## config.mk

```make
export PLATFORM = sky130hd
export DESIGN_NAME = ioController
export DESIGN_NICKNAME = d
export VERILOG_FILES = /design/src/verilog/ioPkg.sv /design/src/verilog/ioBus.sv /design/src/verilog/ioController.sv /design/src/verilog/displayPort.sv /design/src/verilog/intervalTimer.sv /design/src/verilog/switchDebouncer.sv /design/src/verilog/keyCapture.sv /design/src/verilog/busDecoder.sv
export SDC_FILE = /design/constraint.sdc
export NUM_CORES = 1
export LEC_CHECK = 0
export ABC_AREA = 1
export BUFFER_PORTS_ARGS = -buffer_cell sky130_fd_sc_hd__buf_4
export CAP_MARGIN = 20
export CELL_PAD_IN_SITES_DETAIL_PLACEMENT = 0
export CELL_PAD_IN_SITES_GLOBAL_PLACEMENT = 1
export CORE_ASPECT_RATIO = 0.6
export CORE_UTILIZATION = 46
export DETAILED_ROUTE_END_ITERATION = 8
export PLACE_DENSITY_LB_ADDON = 0.12
export SLEW_MARGIN = 20
export SYNTH_ARGS = -nofsm -noshare
export SYNTH_HDL_FRONTEND = slang
export SYNTH_SLANG_ARGS = --single-unit
```

## constraint.sdc

```tcl
create_clock -name clk -period 10 [get_ports clk]
set_input_delay 2 -clock clk [delete_from_list [all_inputs] [get_ports clk]]
set_output_delay 2 -clock clk [all_outputs]
set_load 0.1 [all_outputs]
```

## src/verilog/ioPkg.sv

```systemverilog
package ioPkg;

	localparam int dataBits = 32;

	// memory-mapped register addresses
	localparam logic [dataBits-1:0] addrHex = 32'hFFFFF000;
	localparam logic [dataBits-1:0] addrLedr = 32'hFFFFF020;
	localparam logic [dataBits-1:0] addrKey = 32'hFFFFF080;
	localparam logic [dataBits-1:0] addrKeyCtl = 32'hFFFFF084;
	localparam logic [dataBits-1:0] addrSw = 32'hFFFFF090;
	localparam logic [dataBits-1:0] addrSwCtl = 32'hFFFFF094;
	localparam logic [dataBits-1:0] addrTimerCnt = 32'hFFFFF100;
	localparam logic [dataBits-1:0] addrTimerLim = 32'hFFFFF104;
	localparam logic [dataBits-1:0] addrTimerCtl = 32'hFFFFF108;

	localparam int keyCount = 4;
	localparam int switchCount = 10;
	localparam int hexDigits = 6;
	localparam logic [hexDigits*4-1:0] hexResetValue = 24'hFEDEAD;

	// 96 MHz core clock
	localparam int defaultTicksPerMs = 96000;
	localparam int defaultDebounceMs = 10;

	// same layout in every control register
	localparam int ctlReadyBit = 0;
	localparam int ctlOverrunBit = 1;

	// which register inside a device an access targets
	typedef enum logic [1:0] {
		regData,
		regCtl,
		regLimit
	} devReg;

	// next control state after a masked write and a read clear of ready
	// an event then sets ready and also overrun if ready was still up
	function automatic logic [1:0] nextCtl(
		input logic [1:0] ctl,
		input logic wr,
		input logic [1:0] mask,
		input logic rdClr,
		input logic set
	);
		logic [1:0] result;
		result = wr ? (ctl & mask) : ctl;
		if (rdClr)
			result[ctlReadyBit] = 1'b0;
		if (set) begin
			result[ctlOverrunBit] = result[ctlOverrunBit] | result[ctlReadyBit];
			result[ctlReadyBit] = 1'b1;
		end
		return result;
	endfunction

endpackage
```

## src/verilog/ioBus.sv

```systemverilog
`timescale 1ns/1ps

interface ioBus;
	import ioPkg::*;

	logic wrEn;
	logic rdEn;
	devReg sel;
	logic [dataBits-1:0] wrData;
	// driven combinationally by the device from its current registers
	logic [dataBits-1:0] rdData;

	modport decoder (
		output wrEn,
		output rdEn,
		output sel,
		output wrData,
		input rdData
	);

	modport device (
		input wrEn,
		input rdEn,
		input sel,
		input wrData,
		output rdData
	);

endinterface

```

## src/verilog/ioController.sv

```systemverilog
`timescale 1ns/1ps

module ioController #(
	parameter int ticksPerMs = ioPkg::defaultTicksPerMs,
	parameter int debounceMs = ioPkg::defaultDebounceMs
) (
	input logic clk,
	input logic reset,
	input logic [ioPkg::dataBits-1:0] busAddr,
	input logic [ioPkg::dataBits-1:0] busWrData,
	input logic busWrEn,
	input logic busRdEn,
	output logic [ioPkg::dataBits-1:0] busRdData,
	output logic busRdValid,
	input logic [ioPkg::switchCount-1:0] sw,
	input logic [ioPkg::keyCount-1:0] key,
	output logic [6:0] hex0,
	output logic [6:0] hex1,
	output logic [6:0] hex2,
	output logic [6:0] hex3,
	output logic [6:0] hex4,
	output logic [6:0] hex5,
	output logic [ioPkg::switchCount-1:0] ledr
);

	ioBus keyBus ();
	ioBus swBus ();
	ioBus timerBus ();
	ioBus dispBus ();

	busDecoder decoder (
		.clk(clk),
		.reset(reset),
		.busAddr(busAddr),
		.busWrData(busWrData),
		.busWrEn(busWrEn),
		.busRdEn(busRdEn),
		.busRdData(busRdData),
		.busRdValid(busRdValid),
		.keyBus(keyBus.decoder),
		.swBus(swBus.decoder),
		.timerBus(timerBus.decoder),
		.dispBus(dispBus.decoder)
	);

	// input side
	keyCapture keys (
		.clk(clk),
		.reset(reset),
		.key(key),
		.bus(keyBus.device)
	);

	switchDebouncer #(
		.ticksPerMs(ticksPerMs),
		.debounceMs(debounceMs)
	) switches (
		.clk(clk),
		.reset(reset),
		.sw(sw),
		.bus(swBus.device)
	);

	intervalTimer #(
		.ticksPerMs(ticksPerMs)
	) timer (
		.clk(clk),
		.reset(reset),
		.bus(timerBus.device)
	);

	// output side
	displayPort display (
		.clk(clk),
		.reset(reset),
		.bus(dispBus.device),
		.hex0(hex0),
		.hex1(hex1),
		.hex2(hex2),
		.hex3(hex3),
		.hex4(hex4),
		.hex5(hex5),
		.ledr(ledr)
	);

endmodule

```

## src/verilog/displayPort.sv

```systemverilog
`timescale 1ns/1ps

module displayPort (
	input logic clk,
	input logic reset,
	ioBus.device bus,
	output logic [6:0] hex0,
	output logic [6:0] hex1,
	output logic [6:0] hex2,
	output logic [6:0] hex3,
	output logic [6:0] hex4,
	output logic [6:0] hex5,
	output logic [ioPkg::switchCount-1:0] ledr
);
	import ioPkg::*;

	logic [hexDigits*4-1:0] hexReg;
	// one red LED sits above each switch
	logic [switchCount-1:0] ledrReg;
	logic hexWr;
	logic ledrWr;

	// segments gfedcba where a zero lights the segment
	function automatic logic [6:0] sevenSeg(input logic [3:0] digit);
		case (digit)
			4'h0: return 7'b1000000;
			4'h1: return 7'b1111001;
			4'h2: return 7'b0100100;
			4'h3: return 7'b0110000;
			4'h4: return 7'b0011001;
			4'h5: return 7'b0010010;
			4'h6: return 7'b0000010;
			4'h7: return 7'b1111000;
			4'h8: return 7'b0000000;
			4'h9: return 7'b0010000;
			4'hA: return 7'b0001000;
			4'hB: return 7'b0000011;
			4'hC: return 7'b1000110;
			4'hD: return 7'b0100001;
			4'hE: return 7'b0000110;
			default: return 7'b0001110;
		endcase
	endfunction

	// hex register at regData and LEDs at regCtl
	assign hexWr = bus.wrEn && bus.sel == regData;
	assign ledrWr = bus.wrEn && bus.sel == regCtl;

	always_comb begin
		bus.rdData = '0;
		case (bus.sel)
			regData: bus.rdData = dataBits'(hexReg);
			regCtl: bus.rdData = dataBits'(ledrReg);
			default: ;
		endcase
	end

	always_ff @(posedge clk or posedge reset) begin
		if (reset) begin
			hexReg <= hexResetValue;
			ledrReg <= '0;
		end else begin
			if (hexWr)
				hexReg <= bus.wrData[hexDigits*4-1:0];
			if (ledrWr)
				ledrReg <= bus.wrData[switchCount-1:0];
		end
	end

	// digit 0 is the rightmost display
	assign hex0 = sevenSeg(hexReg[3:0]);
	assign hex1 = sevenSeg(hexReg[7:4]);
	assign hex2 = sevenSeg(hexReg[11:8]);
	assign hex3 = sevenSeg(hexReg[15:12]);
	assign hex4 = sevenSeg(hexReg[19:16]);
	assign hex5 = sevenSeg(hexReg[23:20]);

	assign ledr = ledrReg;

endmodule

```

## src/verilog/intervalTimer.sv

```systemverilog
`timescale 1ns/1ps

module intervalTimer #(
	parameter int ticksPerMs = ioPkg::defaultTicksPerMs
) (
	input logic clk,
	input logic reset,
	ioBus.device bus
);
	import ioPkg::*;

	typedef logic [$clog2(ticksPerMs + 1)-1:0] prescCount;

	prescCount presc;
	logic tick;
	logic limHit;
	logic [dataBits-1:0] count;
	logic [dataBits-1:0] limit;
	logic [1:0] timerCtl;
	logic cntWr;
	logic limWr;
	logic ctlWr;

	// one pulse per millisecond
	assign tick = presc == prescCount'(ticksPerMs - 1);

	// a zero limit lets the count run freely
	assign limHit = tick && limit != '0 && count == limit - 1'b1;

	assign cntWr = bus.wrEn && bus.sel == regData;
	assign limWr = bus.wrEn && bus.sel == regLimit;
	assign ctlWr = bus.wrEn && bus.sel == regCtl;

	always_comb begin
		bus.rdData = '0;
		case (bus.sel)
			regData: bus.rdData = count;
			regLimit: bus.rdData = limit;
			regCtl: bus.rdData = dataBits'(timerCtl);
			default: ;
		endcase
	end

	always_ff @(posedge clk or posedge reset) begin
		if (reset)
			presc <= '0;
		else if (tick)
			presc <= '0;
		else
			presc <= presc + 1'b1;
	end

	always_ff @(posedge clk or posedge reset) begin
		if (reset) begin
			count <= '0;
			limit <= '0;
			timerCtl <= '0;
		end else begin
			// a software write to the count wins over the tick
			if (cntWr)
				count <= bus.wrData;
			else if (limHit)
				count <= '0;
			else if (tick)
				count <= count + 1'b1;
			if (limWr)
				limit <= bus.wrData;
			timerCtl <= nextCtl(timerCtl, ctlWr, bus.wrData[ctlOverrunBit:ctlReadyBit],
				1'b0, limHit);
		end
	end

endmodule

```

## src/verilog/switchDebouncer.sv

```systemverilog
`timescale 1ns/1ps

module switchDebouncer #(
	parameter int ticksPerMs = ioPkg::defaultTicksPerMs,
	parameter int debounceMs = ioPkg::defaultDebounceMs
) (
	input logic clk,
	input logic reset,
	input logic [ioPkg::switchCount-1:0] sw,
	ioBus.device bus
);
	import ioPkg::*;

	typedef logic [$clog2(debounceMs * ticksPerMs + 1)-1:0] stableCount;

	logic [switchCount-1:0] swData;
	// the value currently being timed
	logic [switchCount-1:0] swCand;
	logic [1:0] swCtl;
	stableCount stableCnt;
	logic accept;
	logic dataRd;
	logic ctlWr;

	// last cycle of a stable run that differs from the stored value
	assign accept = sw != swData && sw == swCand &&
		stableCnt == stableCount'(debounceMs * ticksPerMs - 1);

	assign dataRd = bus.rdEn && bus.sel == regData;
	assign ctlWr = bus.wrEn && bus.sel == regCtl;

	always_comb begin
		bus.rdData = '0;
		case (bus.sel)
			regData: bus.rdData = dataBits'(swData);
			regCtl: bus.rdData = dataBits'(swCtl);
			default: ;
		endcase
	end

	always_ff @(posedge clk or posedge reset) begin
		if (reset) begin
			swData <= '0;
			swCand <= '0;
			stableCnt <= '0;
			swCtl <= '0;
		end else begin
			if (sw == swData) begin
				stableCnt <= '0;
			end else if (sw != swCand) begin
				// restart timing when the input moves to a new value
				swCand <= sw;
				stableCnt <= stableCount'(1);
			end else if (accept) begin
				swData <= sw;
				stableCnt <= '0;
			end else begin
				stableCnt <= stableCnt + 1'b1;
			end
			swCtl <= nextCtl(swCtl, ctlWr, bus.wrData[ctlOverrunBit:ctlReadyBit],
				dataRd, accept);
		end
	end

endmodule

```

## src/verilog/keyCapture.sv

```systemverilog
`timescale 1ns/1ps

module keyCapture (
	input logic clk,
	input logic reset,
	input logic [ioPkg::keyCount-1:0] key,
	ioBus.device bus
);
	import ioPkg::*;

	logic [keyCount-1:0] prevKey;
	logic [keyCount-1:0] keyData;
	logic [1:0] keyCtl;
	logic [keyCount-1:0] press;
	logic dataRd;
	logic ctlWr;

	// active-low keys so a press is a 1 to 0 step between samples
	assign press = prevKey & ~key;

	assign dataRd = bus.rdEn && bus.sel == regData;
	assign ctlWr = bus.wrEn && bus.sel == regCtl;

	always_comb begin
		bus.rdData = '0;
		case (bus.sel)
			regData: bus.rdData = dataBits'(keyData);
			regCtl: bus.rdData = dataBits'(keyCtl);
			default: ;
		endcase
	end

	always_ff @(posedge clk or posedge reset) begin
		if (reset) begin
			prevKey <= '1;
			keyData <= '0;
			keyCtl <= '0;
		end else begin
			prevKey <= key;
			// presses accumulate until the data register is read
			keyData <= (dataRd ? '0 : keyData) | press;
			keyCtl <= nextCtl(keyCtl, ctlWr, bus.wrData[ctlOverrunBit:ctlReadyBit],
				dataRd, |press);
		end
	end

endmodule

```

## src/verilog/busDecoder.sv

```systemverilog
`timescale 1ns/1ps

module busDecoder (
	input logic clk,
	input logic reset,
	input logic [ioPkg::dataBits-1:0] busAddr,
	input logic [ioPkg::dataBits-1:0] busWrData,
	input logic busWrEn,
	input logic busRdEn,
	output logic [ioPkg::dataBits-1:0] busRdData,
	output logic busRdValid,
	ioBus.decoder keyBus,
	ioBus.decoder swBus,
	ioBus.decoder timerBus,
	ioBus.decoder dispBus
);
	import ioPkg::*;

	logic hitKey;
	logic hitSw;
	logic hitTimer;
	logic hitDisp;
	devReg regSel;
	logic [dataBits-1:0] rdMux;

	// the only place where addresses are compared
	always_comb begin
		{hitKey, hitSw, hitTimer, hitDisp} = 4'b0000;
		regSel = regData;
		case (busAddr)
			addrHex: hitDisp = 1'b1;
			addrLedr: begin
				hitDisp = 1'b1;
				regSel = regCtl;
			end
			addrKey: hitKey = 1'b1;
			addrKeyCtl: begin
				hitKey = 1'b1;
				regSel = regCtl;
			end
			addrSw: hitSw = 1'b1;
			addrSwCtl: begin
				hitSw = 1'b1;
				regSel = regCtl;
			end
			addrTimerCnt: hitTimer = 1'b1;
			addrTimerLim: begin
				hitTimer = 1'b1;
				regSel = regLimit;
			end
			addrTimerCtl: begin
				hitTimer = 1'b1;
				regSel = regCtl;
			end
			default: ;
		endcase
	end

	assign keyBus.wrEn = busWrEn && hitKey;
	assign keyBus.rdEn = busRdEn && hitKey;
	assign swBus.wrEn = busWrEn && hitSw;
	assign swBus.rdEn = busRdEn && hitSw;
	assign timerBus.wrEn = busWrEn && hitTimer;
	assign timerBus.rdEn = busRdEn && hitTimer;
	assign dispBus.wrEn = busWrEn && hitDisp;
	assign dispBus.rdEn = busRdEn && hitDisp;

	assign keyBus.sel = regSel;
	assign swBus.sel = regSel;
	assign timerBus.sel = regSel;
	assign dispBus.sel = regSel;

	assign keyBus.wrData = busWrData;
	assign swBus.wrData = busWrData;
	assign timerBus.wrData = busWrData;
	assign dispBus.wrData = busWrData;

	// unmapped reads fall through to zero
	assign rdMux = hitKey ? keyBus.rdData :
		hitSw ? swBus.rdData :
		hitTimer ? timerBus.rdData :
		hitDisp ? dispBus.rdData : '0;

	always_ff @(posedge clk or posedge reset) begin
		if (reset)
			busRdValid <= 1'b0;
		else
			busRdValid <= busRdEn;
	end

	always_ff @(posedge clk) begin
		if (busRdEn)
			busRdData <= rdMux;
	end

endmodule

```

==> out/results.ini <==
[status]
status = complete, no violations

[min_path]
hp-class = flop to flop
min_to = timer.presc[0]
hold_depth = 1
min_from = timer.presc[0]

[final_layout]
area_growth_pct = 15.1
layout.nets = 2347
layout.cells.most_common = nand2_1
diodes = 0
fin_area_mm2 = 0.0165
final_cell_mix = nand2_1 (635), inv_1 (242), nor2_1 (187)
drive_gt1_frac = 0.135

[worst_setup_path]
cp.arrival_ps = 5960
r2r_start = timer.limit[1]
crit_path_max_fanout = 30
slowest_stage = nand3_2
reg2reg_slack_ps = 5820
worstSetupStartpointType = input port
r2r-end = timer.count[19]
cp_cell_sequence = buf_4 -> nand2_1 -> inv_1 -> nand3_1 -> nor3_2 -> nand3_1 -> nand2_1 -> nor2_2 -> nand2_2 -> nor2_2 -> buf_4 -> inv_2 -> nand3_2 -> nand2_1 -> nand2_1
criticalPathCategory = input port to flop
critical_path_buf_inv_count = 4
crit_start = busAddr[30]
end_kind = flop
cp.required_ps = 10400
crit_top_cell = nand2_1
crit_family = simple AND/OR/NAND/NOR gates
slowest_delay_ps = 870
r2r_cells = 14

[routing]
drc = 0
wl_met2_um = 19000
vias = 14700
wl_per_cell_um = 18.1
drtIter0Drc = 1477
antenna_left = 0
met1_length_um = 23300
routed_via_density = 5.54
top_layer = met4
drt-total-wl_um = 47800
dr.pass1.iters = 6
dr_wl_met3_um = 4740

[flow_run]
drv_cap = 0

[sta]
min_period_ps = 5560
slew_headroom = 0.333
finalClockSkew_ps = 28.4
timing.fmax_mhz = 180
finalHoldViolCount = 0
period_share = 0.556
maxSlewViolCount = 0
worst_slack_ps = 4440
setup_violations = 0
tns_ps = 0
worst_pin_slew_ps = 999
rsz0062_at_grt = false

[cts]
post_cts_resized = 0
worstSkewPairLatency_ps = 540
cts_buffers = 20
post_cts_buffers = 0
hold_buffers = 0
cts_tree = built
cts_max_level = 1
clockBufferDepth = 3
root_buffer = clkbuf_16
cts.clk_slew.worst_paths_ps = 70
clock-sinks = 202

[synthesis]
yosys.area.top_type = dfrtp_1
synth_warnings = 0
synth.area.top_cells = dfrtp_1 (26%), nand2_1 (17%), edfxtp_1 (6.7%)
syn_area_per_cell_um2 = 6.84
synth_nets = 2223
ys_seq_area_frac = 0.365
synth_top_area_share = 0.258
syn-instance-count = 2101
ys_types = 55
synth-seq-cells = 202
syn_area_mm2 = 0.0144

[placed_design]
io_buffers = 166
place_ws_ps = 3990
detailed_place.area_mm2 = 0.0159
dp_hpwl_um = 36400
place.gp.congestion = 0.960

[die]
die_w_um = 230
dieArea_mm2 = 0.0320
start_util = 0.473
pin_count = 167
rows = 49
die_h_um = 139
core_mm2 = 0.0303

[pwr]
irDropWorstVdd_mv = 0.0938
power_density_mw_per_mm2 = 106
p_leak_nw = 8.11

[global_routing]
grt-ovfl-total = 0
grt_pass1_vias = 13200
grt_pass1_wl_um = 74500
track_usage = 0.297
antenna_found_initial = 0
grt_max_degree = 63

[power by group]
group          switching [mW]  internal (mW)
clock                   0.350          0.437
sequential            0.00364          0.843
combinational          0.0828         0.0344
total                   0.436           1.31
[flip-flops by register name, summed over array words and instances (netlist names), 4 cells and up]
register / count
timer.presc: 17
display.ledr: 10
switches.swCand: 10
keys.keyData: 4
decoder.busRdData: 32
switches.swData: 10
switches.stableCnt: 20
display.hexReg: 24
timer.limit: 32
timer.count: 32
keys.prevKey: 4
[metal layers]
metal	vias to the layer above	track usage
met4	0	0.0565
met1	6862	0.478
li1	7072	-
met5	-	0
met3	57	0.0584
met2	670	0.405
[worst max path at each step]
| stage | endpoint | depth (start not counted) |
|---|---|---|
| 6_report | timer.count[19] | 15 |
| 5_1_grt | timer.count[13] | 15 |
| 4_1_cts | timer.count[19] | 15 |
| 3_5_place_dp | timer.count[19] | 15 |
| 3_3_place_gp | timer.count[19] | 15 |
| 2_1_floorplan | decoder.busRdValid | 1 |
[cells by family after synthesis]
group           synth area share
xor+xnor                  0.0360
mux                      0.00627
simple gates               0.365
buf+inv                   0.0909
flops                      0.365
compound gates             0.102
fa+ha+maj                 0.0348
[stage by stage]
stage	total power, mW	utilization	hold slack (ps)	cells
2_1_floorplan	0.924	-	433	2101
3_3_place_gp	0.980	0.523	449	2611
3_5_place_dp	0.981	0.523	460	2611
4_1_cts	1.76	0.545	468	2647
5_1_grt	1.81	0.545	478	2647
6_report	1.75	0.545	464	2647
[worst reg2reg max path: stages, from the launching register on]
cell     delay, ps
dfrtp_1        450
inv_1           80
ha_1           250
nand2_2        160
nor2_4         230
nand3_1        190
xor2_1         370
inv_1           80
nor2_1         110
nand2_1         60
nor2_1         330
nand4_4        640
nand3_2        900
nand2_1        160
nand2_1         90
[cell usage after synthesis (all sizes together)]
cell and count:
o2111ai 2, edfxtp 32, o21a 2, nand3b 8, nand2 646, nor2 213, o31ai 8, xor2 46
ha 40, mux2 8, o21bai 2, clkinv 6, nor4 15, and3 2, or2 9, nor3 40
a211oi 5, o311ai 4, o22ai 15, a21oi 54, nand4 70, a21boi 10, buf 30, inv 254
xnor2 13, nor3b 8, dfrtp 148, dfstp 22, a31oi 1, nand3 178, and2 1, o41ai 1
clkbuf 43, o21ai 161, o211ai 4
[layout make-up]
class / instances / area, um2
Clock buffer: 24 / 536
Timing Repair Buffer: 175 / 1310
Sequential cell: 202 / 5240
Inverter: 260 / 981
Tap cell: 408 / 510
Multi-Input combinational cell: 1566 / 7830
Fill cell: 3006 / 13800
Clock inverter: 12 / 128
Power figures use the tool's default switching activity.
